### config.mk
export PLATFORM = sky130hd
export DESIGN_NAME = fpu
export DESIGN_NICKNAME = d
export VERILOG_FILES = /design/src/fpuPkg.sv /design/src/fpuUnpack.sv /design/src/fpuAddSub.sv /design/src/fpuMul.sv /design/src/fpuResult.sv /design/src/fpu.sv
export SDC_FILE = /design/constraint.sdc
export NUM_CORES = 1
export LEC_CHECK = 0
export BUFFER_PORTS_ARGS = -buffer_cell sky130_fd_sc_hd__buf_2
export CORE_ASPECT_RATIO = 2
export CORE_MARGIN = 10
export CORE_UTILIZATION = 60
export CTS_CLUSTER_SIZE = 8
export DETAILED_ROUTE_END_ITERATION = 6
export GPL_TIMING_DRIVEN = 1
export PLACE_DENSITY = 0.8
export SYNTH_ARGS = -nofsm -noshare
export SYNTH_HDL_FRONTEND = slang
export SYNTH_SLANG_ARGS = --single-unit
### constraint.sdc
create_clock -name clk -period 0.95 [get_ports clk]
set_input_delay 0.1425 -clock clk [delete_from_list [all_inputs] [get_ports clk]]
set_output_delay 0.1425 -clock clk [all_outputs]
set_load 0.02 [all_outputs]
### src/fpuPkg.sv
// #########################################################################
// FP16 only: 1 sign, 5 exponent and 10 fraction bits, truncating rounding.
// Condition code bit positions are fixed here for the whole design.
// #########################################################################

package fpuPkg;

  // #########################################################################
  // Format
  // #########################################################################

  localparam int BIT_WIDTH = 16;
  localparam int EXP_WIDTH = 5;
  localparam int SIG_WIDTH = 10;
  localparam int EXP_BIAS = 15;
  localparam int EXP_MAX_FINITE = 30;

  // Signed working width for exponent math, wide enough for 2*30 - 15 + 1
  localparam int EXP_CALC_WIDTH = EXP_WIDTH + 2;

  // Leading-zero count over the 11-bit significand
  localparam int LZC_WIDTH = $clog2(SIG_WIDTH + 1);

  // Shift amount taken from the low bits of operand 2
  localparam int SHAMT_WIDTH = 4;

  // Quiet NaN returned for any infinity or NaN input
  localparam logic [BIT_WIDTH-1:0] CANON_NAN = 16'h7E00;

  // #########################################################################
  // Condition code bit indices
  // #########################################################################

  localparam int CC_Z = 3;
  localparam int CC_C = 2;
  localparam int CC_N = 1;
  localparam int CC_V = 0;

  // DIV is decoded but not implemented
  typedef enum logic [2:0] {
    FPU_ADD = 3'd0,
    FPU_SUB = 3'd1,
    FPU_MUL = 3'd2,
    FPU_DIV = 3'd3,
    FPU_SHL = 3'd4,
    FPU_SHR = 3'd5
  } fpuOp_t;

endpackage : fpuPkg

### src/fpuUnpack.sv
// #########################################################################
// Subnormals are flushed here: a zero exponent always yields a zero sig.
// Exponent all ones on either side raises anySpecial for the result stage.
// #########################################################################

module fpuUnpack (
  input  logic [fpuPkg::BIT_WIDTH-1:0] fpuIn1,
  input  logic [fpuPkg::BIT_WIDTH-1:0] fpuIn2,
  output logic                         sign1,
  output logic                         sign2,
  output logic [fpuPkg::EXP_WIDTH-1:0] exp1,
  output logic [fpuPkg::EXP_WIDTH-1:0] exp2,
  output logic [fpuPkg::SIG_WIDTH:0]   sig1,
  output logic [fpuPkg::SIG_WIDTH:0]   sig2,
  output logic                         isZero1,
  output logic                         isZero2,
  output logic                         anySpecial
);

  logic [fpuPkg::SIG_WIDTH-1:0] frac1;
  logic [fpuPkg::SIG_WIDTH-1:0] frac2;
  logic                         isSpecial1;
  logic                         isSpecial2;

  // Field split
  assign sign1 = fpuIn1[fpuPkg::BIT_WIDTH-1];
  assign sign2 = fpuIn2[fpuPkg::BIT_WIDTH-1];
  assign exp1  = fpuIn1[fpuPkg::BIT_WIDTH-2 -: fpuPkg::EXP_WIDTH];
  assign exp2  = fpuIn2[fpuPkg::BIT_WIDTH-2 -: fpuPkg::EXP_WIDTH];
  assign frac1 = fpuIn1[fpuPkg::SIG_WIDTH-1:0];
  assign frac2 = fpuIn2[fpuPkg::SIG_WIDTH-1:0];

  // Zero exponent covers true zero and subnormals alike
  assign isZero1 = (exp1 == '0);
  assign isZero2 = (exp2 == '0);

  // Hidden bit, or nothing at all when flushed
  assign sig1 = isZero1 ? '0 : {1'b1, frac1};
  assign sig2 = isZero2 ? '0 : {1'b1, frac2};

  // Infinity and NaN are not told apart
  assign isSpecial1 = (exp1 == '1);
  assign isSpecial2 = (exp2 == '1);
  assign anySpecial = isSpecial1 | isSpecial2;

endmodule : fpuUnpack

### src/fpuAddSub.sv
// #########################################################################
// No guard bits: the aligned operand is truncated, so results round to zero.
// Special inputs pass through as garbage and are replaced by the result stage.
// #########################################################################

module fpuAddSub (
  input  fpuPkg::fpuOp_t               op,
  input  logic                         sign1,
  input  logic                         sign2,
  input  logic [fpuPkg::EXP_WIDTH-1:0] exp1,
  input  logic [fpuPkg::EXP_WIDTH-1:0] exp2,
  input  logic [fpuPkg::SIG_WIDTH:0]   sig1,
  input  logic [fpuPkg::SIG_WIDTH:0]   sig2,
  input  logic                         isZero1,
  input  logic                         isZero2,
  output logic [fpuPkg::BIT_WIDTH-1:0] addSubOut,
  output logic                         addSubCarry
);

  logic                                     sub;
  logic                                     effSign2;
  logic                                     swap;
  logic                                     bigSign;
  logic [fpuPkg::EXP_WIDTH-1:0]             bigExp;
  logic [fpuPkg::EXP_WIDTH-1:0]             smallExp;
  logic [fpuPkg::EXP_WIDTH-1:0]             expDiff;
  logic [fpuPkg::SIG_WIDTH:0]               bigSig;
  logic [fpuPkg::SIG_WIDTH:0]               smallSig;
  logic [fpuPkg::SIG_WIDTH:0]               alignedSig;
  logic [fpuPkg::SIG_WIDTH+1:0]             magSum;
  logic [fpuPkg::LZC_WIDTH-1:0]             lz;
  logic [fpuPkg::SIG_WIDTH:0]               normSig;
  logic signed [fpuPkg::EXP_CALC_WIDTH-1:0] normExp;

  // SUB is ADD with the second sign flipped
  assign sub      = (op == fpuPkg::FPU_SUB);
  assign effSign2 = sign2 ^ sub;

  // #########################################################################
  // Order by magnitude and align
  // #########################################################################

  assign swap     = {exp2, sig2} > {exp1, sig1};
  assign bigSign  = swap ? effSign2 : sign1;
  assign bigExp   = swap ? exp2 : exp1;
  assign smallExp = swap ? exp1 : exp2;
  assign bigSig   = swap ? sig2 : sig1;
  assign smallSig = swap ? sig1 : sig2;

  assign expDiff    = bigExp - smallExp;
  assign alignedSig = smallSig >> expDiff;

  // Never negative since the larger magnitude comes first
  assign magSum = (sign1 == effSign2) ? {1'b0, bigSig} + {1'b0, alignedSig}
                                      : {1'b0, bigSig} - {1'b0, alignedSig};

  // #########################################################################
  // Normalize
  // #########################################################################

  always_comb begin
    lz = '0;
    // Highest set bit wins, as the loop runs upward
    for (int i = 0; i <= fpuPkg::SIG_WIDTH; i++) begin
      if (magSum[i]) begin
        lz = fpuPkg::LZC_WIDTH'(fpuPkg::SIG_WIDTH - i);
      end
    end

    if (magSum[fpuPkg::SIG_WIDTH+1]) begin
      // Carry out, one right shift
      normSig = magSum[fpuPkg::SIG_WIDTH+1:1];
      normExp = fpuPkg::EXP_CALC_WIDTH'(bigExp) + fpuPkg::EXP_CALC_WIDTH'(1);
    end else begin
      normSig = magSum[fpuPkg::SIG_WIDTH:0] << lz;
      normExp = fpuPkg::EXP_CALC_WIDTH'(bigExp) - fpuPkg::EXP_CALC_WIDTH'(lz);
    end
  end

  // #########################################################################
  // Pack
  // #########################################################################

  always_comb begin
    addSubCarry = 1'b0;
    if (isZero1 && isZero2) begin
      // Only -0 + -0 stays negative
      addSubOut = {sign1 & effSign2, {(fpuPkg::BIT_WIDTH-1){1'b0}}};
    end else if (isZero2) begin
      addSubOut = {sign1, exp1, sig1[fpuPkg::SIG_WIDTH-1:0]};
    end else if (isZero1) begin
      addSubOut = {effSign2, exp2, sig2[fpuPkg::SIG_WIDTH-1:0]};
    end else if (magSum == '0) begin
      // Exact cancellation
      addSubOut = '0;
    end else if (normExp < 1) begin
      addSubOut = {bigSign, {(fpuPkg::BIT_WIDTH-1){1'b0}}};
    end else if (normExp > fpuPkg::EXP_MAX_FINITE) begin
      addSubCarry = magSum[fpuPkg::SIG_WIDTH+1];
      addSubOut   = {bigSign, {fpuPkg::EXP_WIDTH{1'b1}}, {fpuPkg::SIG_WIDTH{1'b0}}};
    end else begin
      addSubCarry = magSum[fpuPkg::SIG_WIDTH+1];
      addSubOut   = {bigSign, normExp[fpuPkg::EXP_WIDTH-1:0],
                     normSig[fpuPkg::SIG_WIDTH-1:0]};
    end
  end

endmodule : fpuAddSub

### src/fpuMul.sv
// #########################################################################
// Product is truncated after at most one normalizing shift.
// Underflow flushes to signed zero, overflow saturates to signed infinity.
// #########################################################################

module fpuMul (
  input  logic                         sign1,
  input  logic                         sign2,
  input  logic [fpuPkg::EXP_WIDTH-1:0] exp1,
  input  logic [fpuPkg::EXP_WIDTH-1:0] exp2,
  input  logic [fpuPkg::SIG_WIDTH:0]   sig1,
  input  logic [fpuPkg::SIG_WIDTH:0]   sig2,
  input  logic                         isZero1,
  input  logic                         isZero2,
  output logic [fpuPkg::BIT_WIDTH-1:0] mulOut
);

  logic                                     resSign;
  logic [2*fpuPkg::SIG_WIDTH+1:0]           product;
  logic                                     prodHi;
  logic [fpuPkg::SIG_WIDTH-1:0]             fracOut;
  logic signed [fpuPkg::EXP_CALC_WIDTH-1:0] expOut;

  assign resSign = sign1 ^ sign2;

  // Both inputs carry the hidden bit, so the product lies in [1, 4)
  assign product = sig1 * sig2;
  assign prodHi  = product[2*fpuPkg::SIG_WIDTH+1];

  // Drop the leading one and keep the next 10 bits
  assign fracOut = prodHi ? product[2*fpuPkg::SIG_WIDTH -: fpuPkg::SIG_WIDTH]
                          : product[2*fpuPkg::SIG_WIDTH-1 -: fpuPkg::SIG_WIDTH];

  // Biased sum, rebiased, plus one when the product reached 2
  assign expOut = fpuPkg::EXP_CALC_WIDTH'(exp1)
                + fpuPkg::EXP_CALC_WIDTH'(exp2)
                + fpuPkg::EXP_CALC_WIDTH'(prodHi)
                - fpuPkg::EXP_CALC_WIDTH'(fpuPkg::EXP_BIAS);

  always_comb begin
    if (isZero1 || isZero2) begin
      mulOut = {resSign, {(fpuPkg::BIT_WIDTH-1){1'b0}}};
    end else if (expOut < 1) begin
      // Would be subnormal or smaller
      mulOut = {resSign, {(fpuPkg::BIT_WIDTH-1){1'b0}}};
    end else if (expOut > fpuPkg::EXP_MAX_FINITE) begin
      mulOut = {resSign, {fpuPkg::EXP_WIDTH{1'b1}}, {fpuPkg::SIG_WIDTH{1'b0}}};
    end else begin
      mulOut = {resSign, expOut[fpuPkg::EXP_WIDTH-1:0], fracOut};
    end
  end

endmodule : fpuMul

### src/fpuResult.sv
// #########################################################################
// The only registered stage. Outputs hold while resultValid is low.
// #########################################################################

module fpuResult (
  input  logic                         clk,
  input  logic                         rstN,
  input  logic                         opValid,
  input  fpuPkg::fpuOp_t               op,
  input  logic [fpuPkg::BIT_WIDTH-1:0] fpuIn1,
  input  logic [fpuPkg::BIT_WIDTH-1:0] fpuIn2,
  input  logic [fpuPkg::BIT_WIDTH-1:0] addSubOut,
  input  logic [fpuPkg::BIT_WIDTH-1:0] mulOut,
  input  logic                         addSubCarry,
  input  logic                         anySpecial,
  output logic [fpuPkg::BIT_WIDTH-1:0] fpuOut,
  output logic [3:0]                   condCodes,
  output logic                         resultValid
);

  logic [fpuPkg::SHAMT_WIDTH-1:0] shamt;
  logic [fpuPkg::BIT_WIDTH:0]     shlWide;
  logic [fpuPkg::BIT_WIDTH:0]     shrWide;
  logic [fpuPkg::BIT_WIDTH-1:0]   resNext;
  logic                           carryNext;
  logic                           isArith;
  logic [3:0]                     ccNext;

  // Extra bit on each side catches the last bit shifted out
  assign shamt   = fpuIn2[fpuPkg::SHAMT_WIDTH-1:0];
  assign shlWide = {1'b0, fpuIn1} << shamt;
  assign shrWide = {fpuIn1, 1'b0} >> shamt;

  always_comb begin
    resNext   = '0;
    carryNext = 1'b0;
    isArith   = 1'b0;
    case (op)
      fpuPkg::FPU_ADD, fpuPkg::FPU_SUB: begin
        isArith   = 1'b1;
        resNext   = anySpecial ? fpuPkg::CANON_NAN : addSubOut;
        carryNext = addSubCarry & ~anySpecial;
      end
      fpuPkg::FPU_MUL: begin
        isArith = 1'b1;
        resNext = anySpecial ? fpuPkg::CANON_NAN : mulOut;
      end
      fpuPkg::FPU_SHL: begin
        resNext   = shlWide[fpuPkg::BIT_WIDTH-1:0];
        carryNext = shlWide[fpuPkg::BIT_WIDTH];
      end
      fpuPkg::FPU_SHR: begin
        resNext   = shrWide[fpuPkg::BIT_WIDTH:1];
        carryNext = shrWide[0];
      end
      default: begin
        // DIV and unused codes return zero
        resNext = '0;
      end
    endcase
  end

  // #########################################################################
  // Condition codes
  // #########################################################################

  always_comb begin
    ccNext = '0;
    if (op != fpuPkg::FPU_DIV) begin
      ccNext[fpuPkg::CC_Z] = (resNext[fpuPkg::BIT_WIDTH-2:0] == '0);
      ccNext[fpuPkg::CC_C] = carryNext;
      ccNext[fpuPkg::CC_N] = isArith & resNext[fpuPkg::BIT_WIDTH-1];
      // All-ones exponent means infinity or the canonical NaN
      ccNext[fpuPkg::CC_V] = isArith
                           & (resNext[fpuPkg::BIT_WIDTH-2 -: fpuPkg::EXP_WIDTH] == '1);
    end
  end

  always_ff @(posedge clk or negedge rstN) begin
    if (!rstN) begin
      resultValid <= 1'b0;
      fpuOut      <= '0;
      condCodes   <= '0;
    end else begin
      resultValid <= opValid;
      if (opValid) begin
        fpuOut    <= resNext;
        condCodes <= ccNext;
      end
    end
  end

endmodule : fpuResult

### src/fpu.sv
// #########################################################################
// One-cycle latency, a new op every cycle, no back-pressure on resultValid.
// #########################################################################

module fpu (
  input  logic                         clk,
  input  logic                         rstN,
  input  logic                         opValid,
  input  fpuPkg::fpuOp_t               op,
  input  logic [fpuPkg::BIT_WIDTH-1:0] fpuIn1,
  input  logic [fpuPkg::BIT_WIDTH-1:0] fpuIn2,
  output logic [fpuPkg::BIT_WIDTH-1:0] fpuOut,
  output logic [3:0]                   condCodes,
  output logic                         resultValid
);

  logic                         sign1;
  logic                         sign2;
  logic [fpuPkg::EXP_WIDTH-1:0] exp1;
  logic [fpuPkg::EXP_WIDTH-1:0] exp2;
  logic [fpuPkg::SIG_WIDTH:0]   sig1;
  logic [fpuPkg::SIG_WIDTH:0]   sig2;
  logic                         isZero1;
  logic                         isZero2;
  logic                         anySpecial;
  logic [fpuPkg::BIT_WIDTH-1:0] addSubOut;
  logic                         addSubCarry;
  logic [fpuPkg::BIT_WIDTH-1:0] mulOut;

  fpuUnpack unpack (
    .fpuIn1(fpuIn1), .fpuIn2(fpuIn2),
    .sign1(sign1), .sign2(sign2), .exp1(exp1), .exp2(exp2),
    .sig1(sig1), .sig2(sig2), .isZero1(isZero1), .isZero2(isZero2),
    .anySpecial(anySpecial)
  );

  fpuAddSub addSub (
    .op(op), .sign1(sign1), .sign2(sign2), .exp1(exp1), .exp2(exp2),
    .sig1(sig1), .sig2(sig2), .isZero1(isZero1), .isZero2(isZero2),
    .addSubOut(addSubOut), .addSubCarry(addSubCarry)
  );

  fpuMul mul (
    .sign1(sign1), .sign2(sign2), .exp1(exp1), .exp2(exp2),
    .sig1(sig1), .sig2(sig2), .isZero1(isZero1), .isZero2(isZero2),
    .mulOut(mulOut)
  );

  fpuResult result (
    .clk(clk), .rstN(rstN), .opValid(opValid), .op(op),
    .fpuIn1(fpuIn1), .fpuIn2(fpuIn2), .addSubOut(addSubOut), .mulOut(mulOut),
    .addSubCarry(addSubCarry), .anySpecial(anySpecial),
    .fpuOut(fpuOut), .condCodes(condCodes), .resultValid(resultValid)
  );

endmodule : fpu

==> flow_summary.yaml, run 1 <==
synth:
  synth_cell_types: 95
  ys.flop_type: "dfrtp_1"
  synthCells: 1477
  synth_top_area_share_pct: 15.39
  ys_seq_area_share_pct: 4.927
  syn_nets: 1707
  avgSynthCellArea_um2: 7.222
  synthArstFlopShare_pct: 100.0
  synth.area.top_cells: "fa_1 15%, ha_1 13%, nand2_1 6.1%"
  synth_most_common_cell: "nand2_1"
  netlist_area_um2: 10670
  yosysWarnings: 0
  ys_ff_latch: 21
  synth_top_area_cell: "fa_1"
  ys_top_cells_by_count: "174 x nand2_1, 165 x inv_1, 130 x nor2_1"
  synth_edf_count: 0
clock_tree:
  clkSinkCount: 21
  clockRootBuffer: "clkbuf_16"
  clockBufferDepth: 2
  htreeDepth: 1
  cts_buffers: 3
timing:
  worstEpCategory: "register data pin"
  worst_endpoint: "result.condCodes[3]$_DFFE_PN0P_/D"
placement:
  placedCellCount: 2126
  placed_area_um2: 14570
  port_buffers: 58
  finalWeightedCongestion: 1.112
  place_hpwl_um: 38590
run_status:
  haltStage: "5_1_grt"
  firstError: "[ERROR GRT-0232] Routing congestion too high. Check the congestion heatmap in the GUI."
  status: "aborted with a tool error"
global_routing:
  grt_max_degree: 55
  grt_overflow_total: 234
  grtUsageTotal_pct: 72.86
floorplanning:
  fp.dieW_um: 114.3
  ios: 59
  die_y_um: 208.6
  placement_rows: 69
  initial_core_util_pct: 60.56
[logic make-up after synthesis]
| logic type | count (synthesis) | synth area share [%] |
|---|---|---|
| buf+inv | 243 | 8.774 |
| simple gates | 524 | 23.50 |
| xor+xnor | 33 | 2.710 |
| mux | 63 | 6.815 |
| fa+ha+maj | 192 | 28.29 |
| compound gates | 401 | 24.99 |
| flops | 21 | 4.927 |
[stage by stage]
step	TNS [ns]	setup slack, ns
after floorplan	-165.21	-8.860
after CTS	-154.87	-8.165
after global placement	-163.76	-8.563
after detailed placement	-171.40	-9.089
[routing by layer]
metal / track usage, % / GRT overflow
met3: 59.32 / 5
met5: 17.52 / 0
met1: 70.21 / 1
met4: 74.60 / 74
met2: 89.21 / 154
[what timing repair did]
action,4_1_cts
gates resized for setup,156
hold buffers,1
endpoints found under the setup margin,22
hold endpoints to repair,21
buffers inserted,47
pin swaps,101
==> run 2, diff against run 1 <==
- CORE_ASPECT_RATIO: 2 -> not set
- CORE_UTILIZATION: 60 -> 40
- CTS_CLUSTER_SIZE: 8 -> not set
- PLACE_DENSITY: 0.8 -> not set
- PLACE_DENSITY_LB_ADDON: not set -> 0.15
==> run 2 against run 1 <==
  * The flow now finishes, with violations (negative setup slack)
  * Synthesized cell count unchanged
  * Area after synthesis stayed put
==> flow_summary.yaml, run 2 <==
synth:
  syn_nets: 1707
  synth.area.top_cells: "fa_1 15%, ha_1 13%, nand2_1 6.1%"
  netlist_area_um2: 10670
  ys_ff_latch: 21
  synth_cell_types: 95
  ys_seq_area_share_pct: 4.927
  synthArstFlopShare_pct: 100.0
  ys.flop_type: "dfrtp_1"
  synth_top_area_cell: "fa_1"
  synth_most_common_cell: "nand2_1"
  synthCells: 1477
  ys_top_cells_by_count: "174 x nand2_1, 165 x inv_1, 130 x nor2_1"
  yosysWarnings: 0
  synth_top_area_share_pct: 15.39
  avgSynthCellArea_um2: 7.222
  synth_edf_count: 0
timing:
  worst_slew_pin_slew_ns: 0.7322
  rsz0062_at_grt: "yes"
  whs_ns: 0.2931
  finalClockSkew_ns: 0
  setup_slack_ns: -8.269
  min_period_ns: 9.219
  fin_crit_sh_pct: 970.4
  finalHoldViolCount: 0
  max_freq_mhz: 108.5
  setup_viol: 21
  relSlewSlack_pct: 50.74
  finalMaxSlewViolations: 0
  fin_tns_setup_ns: -157.21
routing:
  viasPerCell: 5.673
  wire_per_inst_um: 20.54
  vias: 13190
  dr.pass1.iters: 6
  wirelength_um: 47760
  drt_iter0_drc: 1102
  drtAntennaViolNets: 0
  drc: 0
setup_path:
  endpoint_kind: "flop"
  worstReg2RegEnd: "result.fpuOut[0]"
  cp.depth: 47
  crit_top_cell: "ha_4"
  crit_path_start_kind: "primary input"
  r2r-start: "result.fpuOut[0]"
  critPathSlowestCell: "mux4_2"
  critPathTopFamily: "simple AND/OR/NAND/NOR gates"
  cp-endpoint: "result.fpuOut[0]"
  cpPeakStageDelay_ns: 0.52
  arrival_ns: 9.36
  critPathBufInv: 7
  path_max_fanout: 5
  r2r_slack_ns: 0.11
  crit_type: "primary input to flop"
  required_ns: 1.09
  crit_start: "fpuIn2[10]"
  reg2regPathDepth: 1
placement:
  port_buffers: 58
  finalWeightedCongestion: 1.015
  placedCellCount: 2257
  placed_area_um2: 14830
  place_hpwl_um: 38940
  dp_slack_ns: -8.951
power:
  combPwrFrac_pct: 95.3
  switchingPower_mw: 23.45
  swShare_pct: 49.15
  p_int_mw: 24.26
  worst_ir_drop_vdd_mv: 3.437
  p_leak_nw: 8.096
  clockPowerShare_pct: 1.9
  power_frac_seq_pct: 2.8
  p_total_mw: 47.71
  power.density_nw_per_um2: 2865
min_path:
  min-delay-start: "opValid"
  min_path_type: "primary input to flop"
run_status:
  violations: "negative setup slack"
  status: "finished with violations"
floorplanning:
  placement_rows: 59
  core-area_um2: 26130
  fp.dieW_um: 183.3
  initial_core_util_pct: 40.82
  dieArea_um2: 33600
  ios: 59
  die_y_um: 183.3
layout:
  antennaDiodeCount: 0
  final_common_cell: "buf_4"
  final_cells: 2325
  multi_input_area_um2: 10480
  nets: 2221
  drive_gt1_share_pct: 40.85
  finish.instance_area_um2: 16650
  regArea_um2: 526.8
  largestRegisters: "result.fpuOut x16, result.condCodes x4, result.resultValid x1"
  top_register: "result.fpuOut"
  largest_reg_flops: 16
  final_util_pct: 63.73
  final_cell_mix: "497 x buf_4, 161 x nand2_1, 151 x inv_1"
  area_growth_pct: 56.13
  fillCellCount: 2319
global_routing:
  grt_overflow_total: 0
  grtUsageTotal_pct: 28.12
  grt_pass1_wl_um: 75460
  grt_pass1_vias: 13516
  antenna_found_initial: 0
  grt_max_degree: 55
run:
  cap_viol_max_count: 0
clock_tree:
  cts_tree: "done"
  clkSinkCount: 21
  clkTransAtPathRegs_ns: 0.06
  clkLatencyLatePin_ns: 0.25
  clockRootBuffer: "clkbuf_16"
  clockBufferDepth: 2
  htreeDepth: 1
  cts_buffers: 3
==> run 2: kinds of logic after synthesis <==
logic type               share of synthesized area (%)
AO/OA/AOI/OAI                                    24.99
XOR/XNOR                                         2.710
adder cells (fa/ha/maj)                          28.29
buffers and inverters                            8.774
flip-flops                                       4.927
multiplexers                                     6.815
AND/OR/NAND/NOR                                  23.50
==> run 2: what timing repair did <==
action | in CTS | in global routing
setup endpoints to repair | 25 | 37
cloned | 1 | 0
pin swaps | 81 | 47
resized for setup | 193 | 92
buffers inserted | 46 | 17
hold buffers | 1 | 0
hold endpoints to repair | 21 | 0
==> run 2: cell type report <==
cell class	instances	share of cell area, %
Inverter	169	3.854
Sequential cell	21	3.163
Timing Repair Buffer	583	27.05
Tap cell	335	2.517
Multi-Input combinational cell	1213	62.95
Clock buffer	4	0.4733
==> run 2: power by group through the flow <==
| stage | clock (mW) | sequential [mW] | combinational (mW) |
|---|---|---|---|
| CTS | 0.923 | 1.30 | 42.6 |
| floorplan | 0 | 1.59 | 21.6 |
| finish | 0.920 | 1.34 | 45.5 |
| detailed placement | 0 | 1.30 | 37.3 |
| global route | 0.966 | 1.37 | 49.3 |
| global placement | 0 | 1.29 | 36.9 |
==> run 2: worst min path at each step <==
stage                               end  slack, ns  cells after the start
floorplan           result.condCodes[0]      -0.15                      0
global placement     result.resultValid       0.12                      1
detailed placement   result.resultValid       0.13                      1
CTS                  result.resultValid       0.29                      2
global route         result.resultValid       0.31                      2
finish               result.resultValid       0.29                      2
==> run 2: per-layer routing <==
layer | GRT usage [%] | vias to the layer above | share of wire, %
met1 | 36.46 | 6314 | 42
met2 | 47.62 | 533 | 47
met4 | 8.197 | 0 | 3.6
li1 | - | 6237 | -
met3 | 3.834 | 106 | 7.4
met5 | 0 | - | 0
No activity file was read; power rests on OpenSTA's default activity.
==> run 3, diff against run 2 <==
- CELL_PAD_IN_SITES_DETAIL_PLACEMENT: not set -> 0
- CELL_PAD_IN_SITES_GLOBAL_PLACEMENT: not set -> 1
==> run 3 against run 2 <==
  * The flow still finishes with violations (negative setup slack)
  * Register-to-register slack barely moved
  * Clock skew did not move
  * Sequential share of layout area barely moved
  * Combinational power increased by 2%
  * First-iteration DRC count decreased by 9.3%
  * Sequential power hardly changed
  * Total power grew 2.2%
  * Global-route usage hardly changed
  * Cell area increased by 0.13%
  * Hold slack improved by 0.090 ns
  * Wire length rose by 2.9%
  * Die area is the same
  * Critical path type unchanged
  * Largest cell class unchanged
==> flow_summary.yaml, run 3 (synthesized netlist as in run 2, its figures left out) <==
run_status:
  status: "finished with violations"
  violations: "negative setup slack"
setup_path:
  r2r-start: "result.fpuOut[9]"
  crit_start: "fpuIn1[13]"
  endpoint_kind: "flop"
  reg2regPathDepth: 3
  arrival_ns: 9.46
  critPathSlowestCell: "or4_4"
  required_ns: 1.10
  path_max_fanout: 6
  crit_top_cell: "ha_4"
  r2r_slack_ns: 0.11
  crit_type: "primary input to flop"
  cpPeakStageDelay_ns: 0.55
  crit_path_start_kind: "primary input"
placement:
  placedCellCount: 2249
  dp_slack_ns: -9.497
  port_buffers: 58
  place_hpwl_um: 40010
  placed_area_um2: 14770
  finalWeightedCongestion: 0.9805
timing:
  max_freq_mhz: 107.4
  whs_ns: 0.3828
  rsz0062_at_grt: "yes"
  worst_slew_pin_slew_ns: 0.8494
  finalHoldViolCount: 0
  min_period_ns: 9.307
  fin_crit_sh_pct: 979.7
  finalClockSkew_ns: 0
  relSlewSlack_pct: 42.89
  setup_viol: 21
  fin_tns_setup_ns: -158.86
  setup_slack_ns: -8.357
  finalMaxSlewViolations: 0
floorplanning:
  ios: 59
  fp.dieW_um: 183.3
  die_y_um: 183.3
  placement_rows: 59
  core-area_um2: 26130
  dieArea_um2: 33600
  initial_core_util_pct: 40.82
clock_tree:
  htreeDepth: 1
  clockBufferDepth: 2
  cts_buffers: 3
  clkTransAtPathRegs_ns: 0.06
  clkLatencyLatePin_ns: 0.25
  clockRootBuffer: "clkbuf_16"
  cts_tree: "done"
  clkSinkCount: 21
routing:
  viasPerCell: 5.689
  drt_iter0_drc: 1000
  drc: 0
  vias: 13198
  drtAntennaViolNets: 0
  wirelength_um: 49150
  wire_per_inst_um: 21.18
  dr.pass1.iters: 5
global_routing:
  grt_pass1_wl_um: 74660
  grtUsageTotal_pct: 28.07
  grt_overflow_total: 0
  grt_max_degree: 55
  grt_pass1_vias: 13296
  antenna_found_initial: 0
power:
  power.density_nw_per_um2: 2924
  p_leak_nw: 8.085
  swShare_pct: 48.95
  p_total_mw: 48.76
  clockPowerShare_pct: 1.8
  p_int_mw: 24.89
  power_frac_seq_pct: 2.7
  combPwrFrac_pct: 95.5
  worst_ir_drop_vdd_mv: 3.206
  switchingPower_mw: 23.87
layout:
  antennaDiodeCount: 0
  finish.instance_area_um2: 16670
  largestRegisters: "result.fpuOut x16, result.condCodes x4, result.resultValid x1"
  final_cell_mix: "488 x buf_4, 158 x nand2_1, 157 x inv_1"
  final_cells: 2320
  largest_reg_flops: 16
  final_util_pct: 63.81
  nets: 2216
  area_growth_pct: 56.33
  drive_gt1_share_pct: 40.55
  top_register: "result.fpuOut"
  final_common_cell: "buf_4"
run:
  cap_viol_max_count: 0
min_path:
  min-delay-start: "opValid"
  hold_path_depth: 2
  min_path_type: "primary input to flop"
## run 3: cell count changes in the layout (fill, tap and decap cells not counted), moves of 3 or more
cell     delta
buf_2       +4
a21oi_1     -8
nor3_2      -4
inv_1       +6
nand2_2     +8
nand2_1     -3
nand2_4     -6
a21oi_2    +10
nor2_1      +6
buf_4       -9
nor3_4      +3
nor2_2      -4
inv_2       -5
o21ai_4     -3
## run 3: worst max-delay path, delay by kind of cell
kind                       cells  cell delay (ns)
muxes                          3             1.13
xor gates and xnor gates       2             0.36
adders and majority gates      5             1.25
AOI/OAI and AO/OA             12             2.14
and+or+nand+nor               16             3.40
buffers and inverters          9             1.03
## run 3: layout make-up
| class | instances | area [µm²] |
|---|---|---|
| Sequential cell | 21 | 525.5 |
| Inverter | 169 | 645.6 |
| Clock buffer | 4 | 78.83 |
| Fill cell | 2426 | 9458 |
| Multi-Input combinational cell | 1214 | 10570 |
| Tap cell | 335 | 419.2 |
| Timing Repair Buffer | 577 | 4438 |
## run 3: path summary, 6_finish.rpt
kind                                       end
setup reg to reg              result.fpuOut[9]
hold / removal              result.resultValid
min in group asynchronous    result.fpuOut[14]
max in group asynchronous     result.fpuOut[6]
hold reg to reg              result.fpuOut[15]
setup / recovery           result.condCodes[3]
## run 3: per-layer routing
layer / wire, µm / global-route usage, % / vias to the layer above
li1: - / - / 6214
met1: 20660 / 35.17 / 6377
met2: 23480 / 48.16 / 510
met3: 3341 / 4.605 / 97
met4: 1671 / 8.852 / 0
met5: 0 / 0 / -
## run 3: what timing repair did
item	in CTS	in global routing
setup buffers	38	34
setup endpoints to repair	25	34
gates resized for setup	167	107
hold buffers	1	0
pin swaps	73	91
cloned	1	0
hold endpoints to repair	21	0
## run 3: power by group through the flow
| stage | logic, mW | registers (mW) | clock network, mW |
|---|---|---|---|
| 3_3_place_gp | 37.1 | 1.29 | 0 |
| 4_1_cts | 43.5 | 1.28 | 0.898 |
| 2_1_floorplan | 21.6 | 1.59 | 0 |
| 3_5_place_dp | 37.6 | 1.28 | 0 |
| 6_report | 46.6 | 1.32 | 0.881 |
| 5_1_grt | 50.3 | 1.35 | 0.931 |
==> run 4, diff against run 3 <==
- CORE_ASPECT_RATIO: not set -> 0.9
==> run 4 against run 3 <==
  * The flow still finishes with violations (negative setup slack)
  * Clock skew stayed put
  * Sequential share of layout area about the same
  * Core utilization hardly changed
  * Die area about the same
  * Via count increased by 0.56%
  * Clock power about the same
  * Register-to-register slack got worse by 0.06 ns
  * Highest routed layer unchanged
  * Global-route usage hardly changed
  * Cell area about the same
  * Sequential cell count is the same
  * Wire length down 1.7%
==> flow_summary.yaml, run 4 (synthesized netlist as in run 2, its figures left out) <==
run_status:
  status: "finished with violations"
  violations: "negative setup slack"
setup_path:
  critPathBufInv: 8
  r2r-start: "result.fpuOut[15]"
  critPathTopFamily: "compound AO/OA/AOI/OAI gates"
  required_ns: 1.11
  arrival_ns: 9.47
  crit_path_start_kind: "primary input"
  r2r_slack_ns: 0.05
  endpoint_kind: "flop"
  crit_start: "fpuIn2[10]"
  path_max_fanout: 6
  crit_type: "primary input to flop"
  critPathSlowestCell: "mux4_2"
  cpPeakStageDelay_ns: 0.52
global_routing:
  grt_overflow_total: 0
  antenna_found_initial: 0
  grt_max_degree: 55
  grt_pass1_wl_um: 75180
  grtUsageTotal_pct: 28.11
  grt_pass1_vias: 13218
placement:
  place_hpwl_um: 39970
  finalWeightedCongestion: 0.9931
  port_buffers: 58
  placed_area_um2: 15030
  dp_slack_ns: -9.017
layout:
  antennaDiodeCount: 0
  largest_reg_flops: 16
  top_register: "result.fpuOut"
  fillCellCount: 2328
  largestRegisters: "result.fpuOut x16, result.condCodes x4, result.resultValid x1"
  nets: 2231
  finish.instance_area_um2: 16690
  drive_gt1_share_pct: 40.80
  area_growth_pct: 56.43
  final_common_cell: "buf_4"
  final_cell_mix: "512 x buf_4, 161 x nand2_1, 151 x inv_1"
floorplanning:
  dieArea_um2: 33610
  fp.dieW_um: 192.1
  die_y_um: 174.9
  placement_rows: 56
  ios: 59
  initial_core_util_pct: 40.81
  core-area_um2: 26140
routing:
  wire_per_inst_um: 20.58
  dr.pass1.iters: 6
  drt_iter0_drc: 1210
  drc: 0
  viasPerCell: 5.652
  vias: 13272
  drtAntennaViolNets: 0
  wirelength_um: 48320
timing:
  rsz0062_at_grt: "yes"
  min_period_ns: 9.310
  finalMaxSlewViolations: 0
  worst_slew_pin_slew_ns: 0.9606
  finalClockSkew_ns: 0
  fin_tns_setup_ns: -159.11
  relSlewSlack_pct: 35.41
  setup_slack_ns: -8.360
  fin_crit_sh_pct: 980.0
  setup_viol: 21
  finalHoldViolCount: 0
  max_freq_mhz: 107.4
clock_tree:
  cts_buffers: 3
  clockRootBuffer: "clkbuf_16"
  htreeDepth: 1
  clockBufferDepth: 2
  clkSinkCount: 21
  clkLatencyLatePin_ns: 0.25
  clkTransAtPathRegs_ns: 0.06
  cts_tree: "done"
power:
  p_int_mw: 24.15
  combPwrFrac_pct: 95.3
  worst_ir_drop_vdd_mv: 2.473
  clockPowerShare_pct: 1.9
  swShare_pct: 48.98
  power.density_nw_per_um2: 2836
  power_frac_seq_pct: 2.8
  p_leak_nw: 8.142
  switchingPower_mw: 23.18
min_path:
  min-delay-start: "opValid"
  min_path_type: "primary input to flop"
run:
  cap_viol_max_count: 0
-- run 4: changes by cell type in the layout (fill, tap and decap cells not counted), sizes merged --
| cell | previous run | this run |
|---|---|---|
| clkbuf | 4 | 3 |
| clkinv | 0 | 2 |
| buf | 576 | 591 |
| nand2b | 28 | 29 |
| clkinvlp | 1 | 2 |
| inv | 168 | 166 |
| or4 | 6 | 5 |
-- run 4: timing repair --
item                                    CTS  global route
gates resized for setup                 184            67
setup buffers                            34            17
gates cloned                              2             0
hold buffers                              1             0
endpoints found under the setup margin   30            37
pin swaps                                78            25
hold endpoints to repair                 21             0
-- run 4: final cells by class --
type	count	area, µm²	share of cell area (%)
multi-input combinational	1214	10440	62.55
sequential	21	525.5	3.149
inverter	169	644.4	3.862
tap	348	435.4	2.609
clock inverter	1	5.005	0.02999
clock buffer	3	75.07	0.4499
timing repair buffer	592	4564	27.35
-- run 4: routing by layer --
metal  track usage, %  share of wire [%]  vias to the layer above
met3            2.548                6.7                       94
met1            39.63                 45                     6424
met2            44.14                 45                      500
li1                 -                  -                     6254
met5                0                  0                        -
met4            8.909                3.6                        0
-- run 4: tightest hold or removal path, stage by stage --
cell and delay [ns]:
buf_2 0.12, buf_4 0.24, a21oi_2 0.07
-- run 4: worst paths after layout --
path                                            end  cells past startpoint
worst min register to register    result.fpuOut[11]                      2
worst max-delay path            result.condCodes[0]                     47
worst min-delay path               result.fpuOut[8]                      3
worst max register to register    result.fpuOut[15]                      2
max in group asynchronous          result.fpuOut[9]                      2
min in group asynchronous         result.fpuOut[11]                      2
-- run 4: power groups by stage --
| stage | Combinational (mW) | Clock, mW | Sequential, mW |
|---|---|---|---|
| final | 45.1 | 0.883 | 1.34 |
| after global routing | 48.9 | 0.946 | 1.36 |
| after CTS | 42.8 | 0.901 | 1.32 |
| after detailed placement | 38.2 | 0 | 1.29 |
| after global placement | 37.8 | 0 | 1.30 |
| after floorplan | 21.6 | 0 | 1.59 |
-- run 4: through the flow --
stage | hold WS (ns) | utilization (%) | cells | total power [mW]
global placement | 0.1152 | 57.53 | 2294 | 39.09
global route | 0.3718 | 63.85 | 2348 | 51.17
detailed placement | 0.1181 | 57.53 | 2294 | 39.50
CTS | 0.3569 | 62.22 | 2334 | 45.00
floorplan | -0.1531 | - | 1477 | 23.16
finish | 0.3623 | 63.85 | 2348 | 47.33
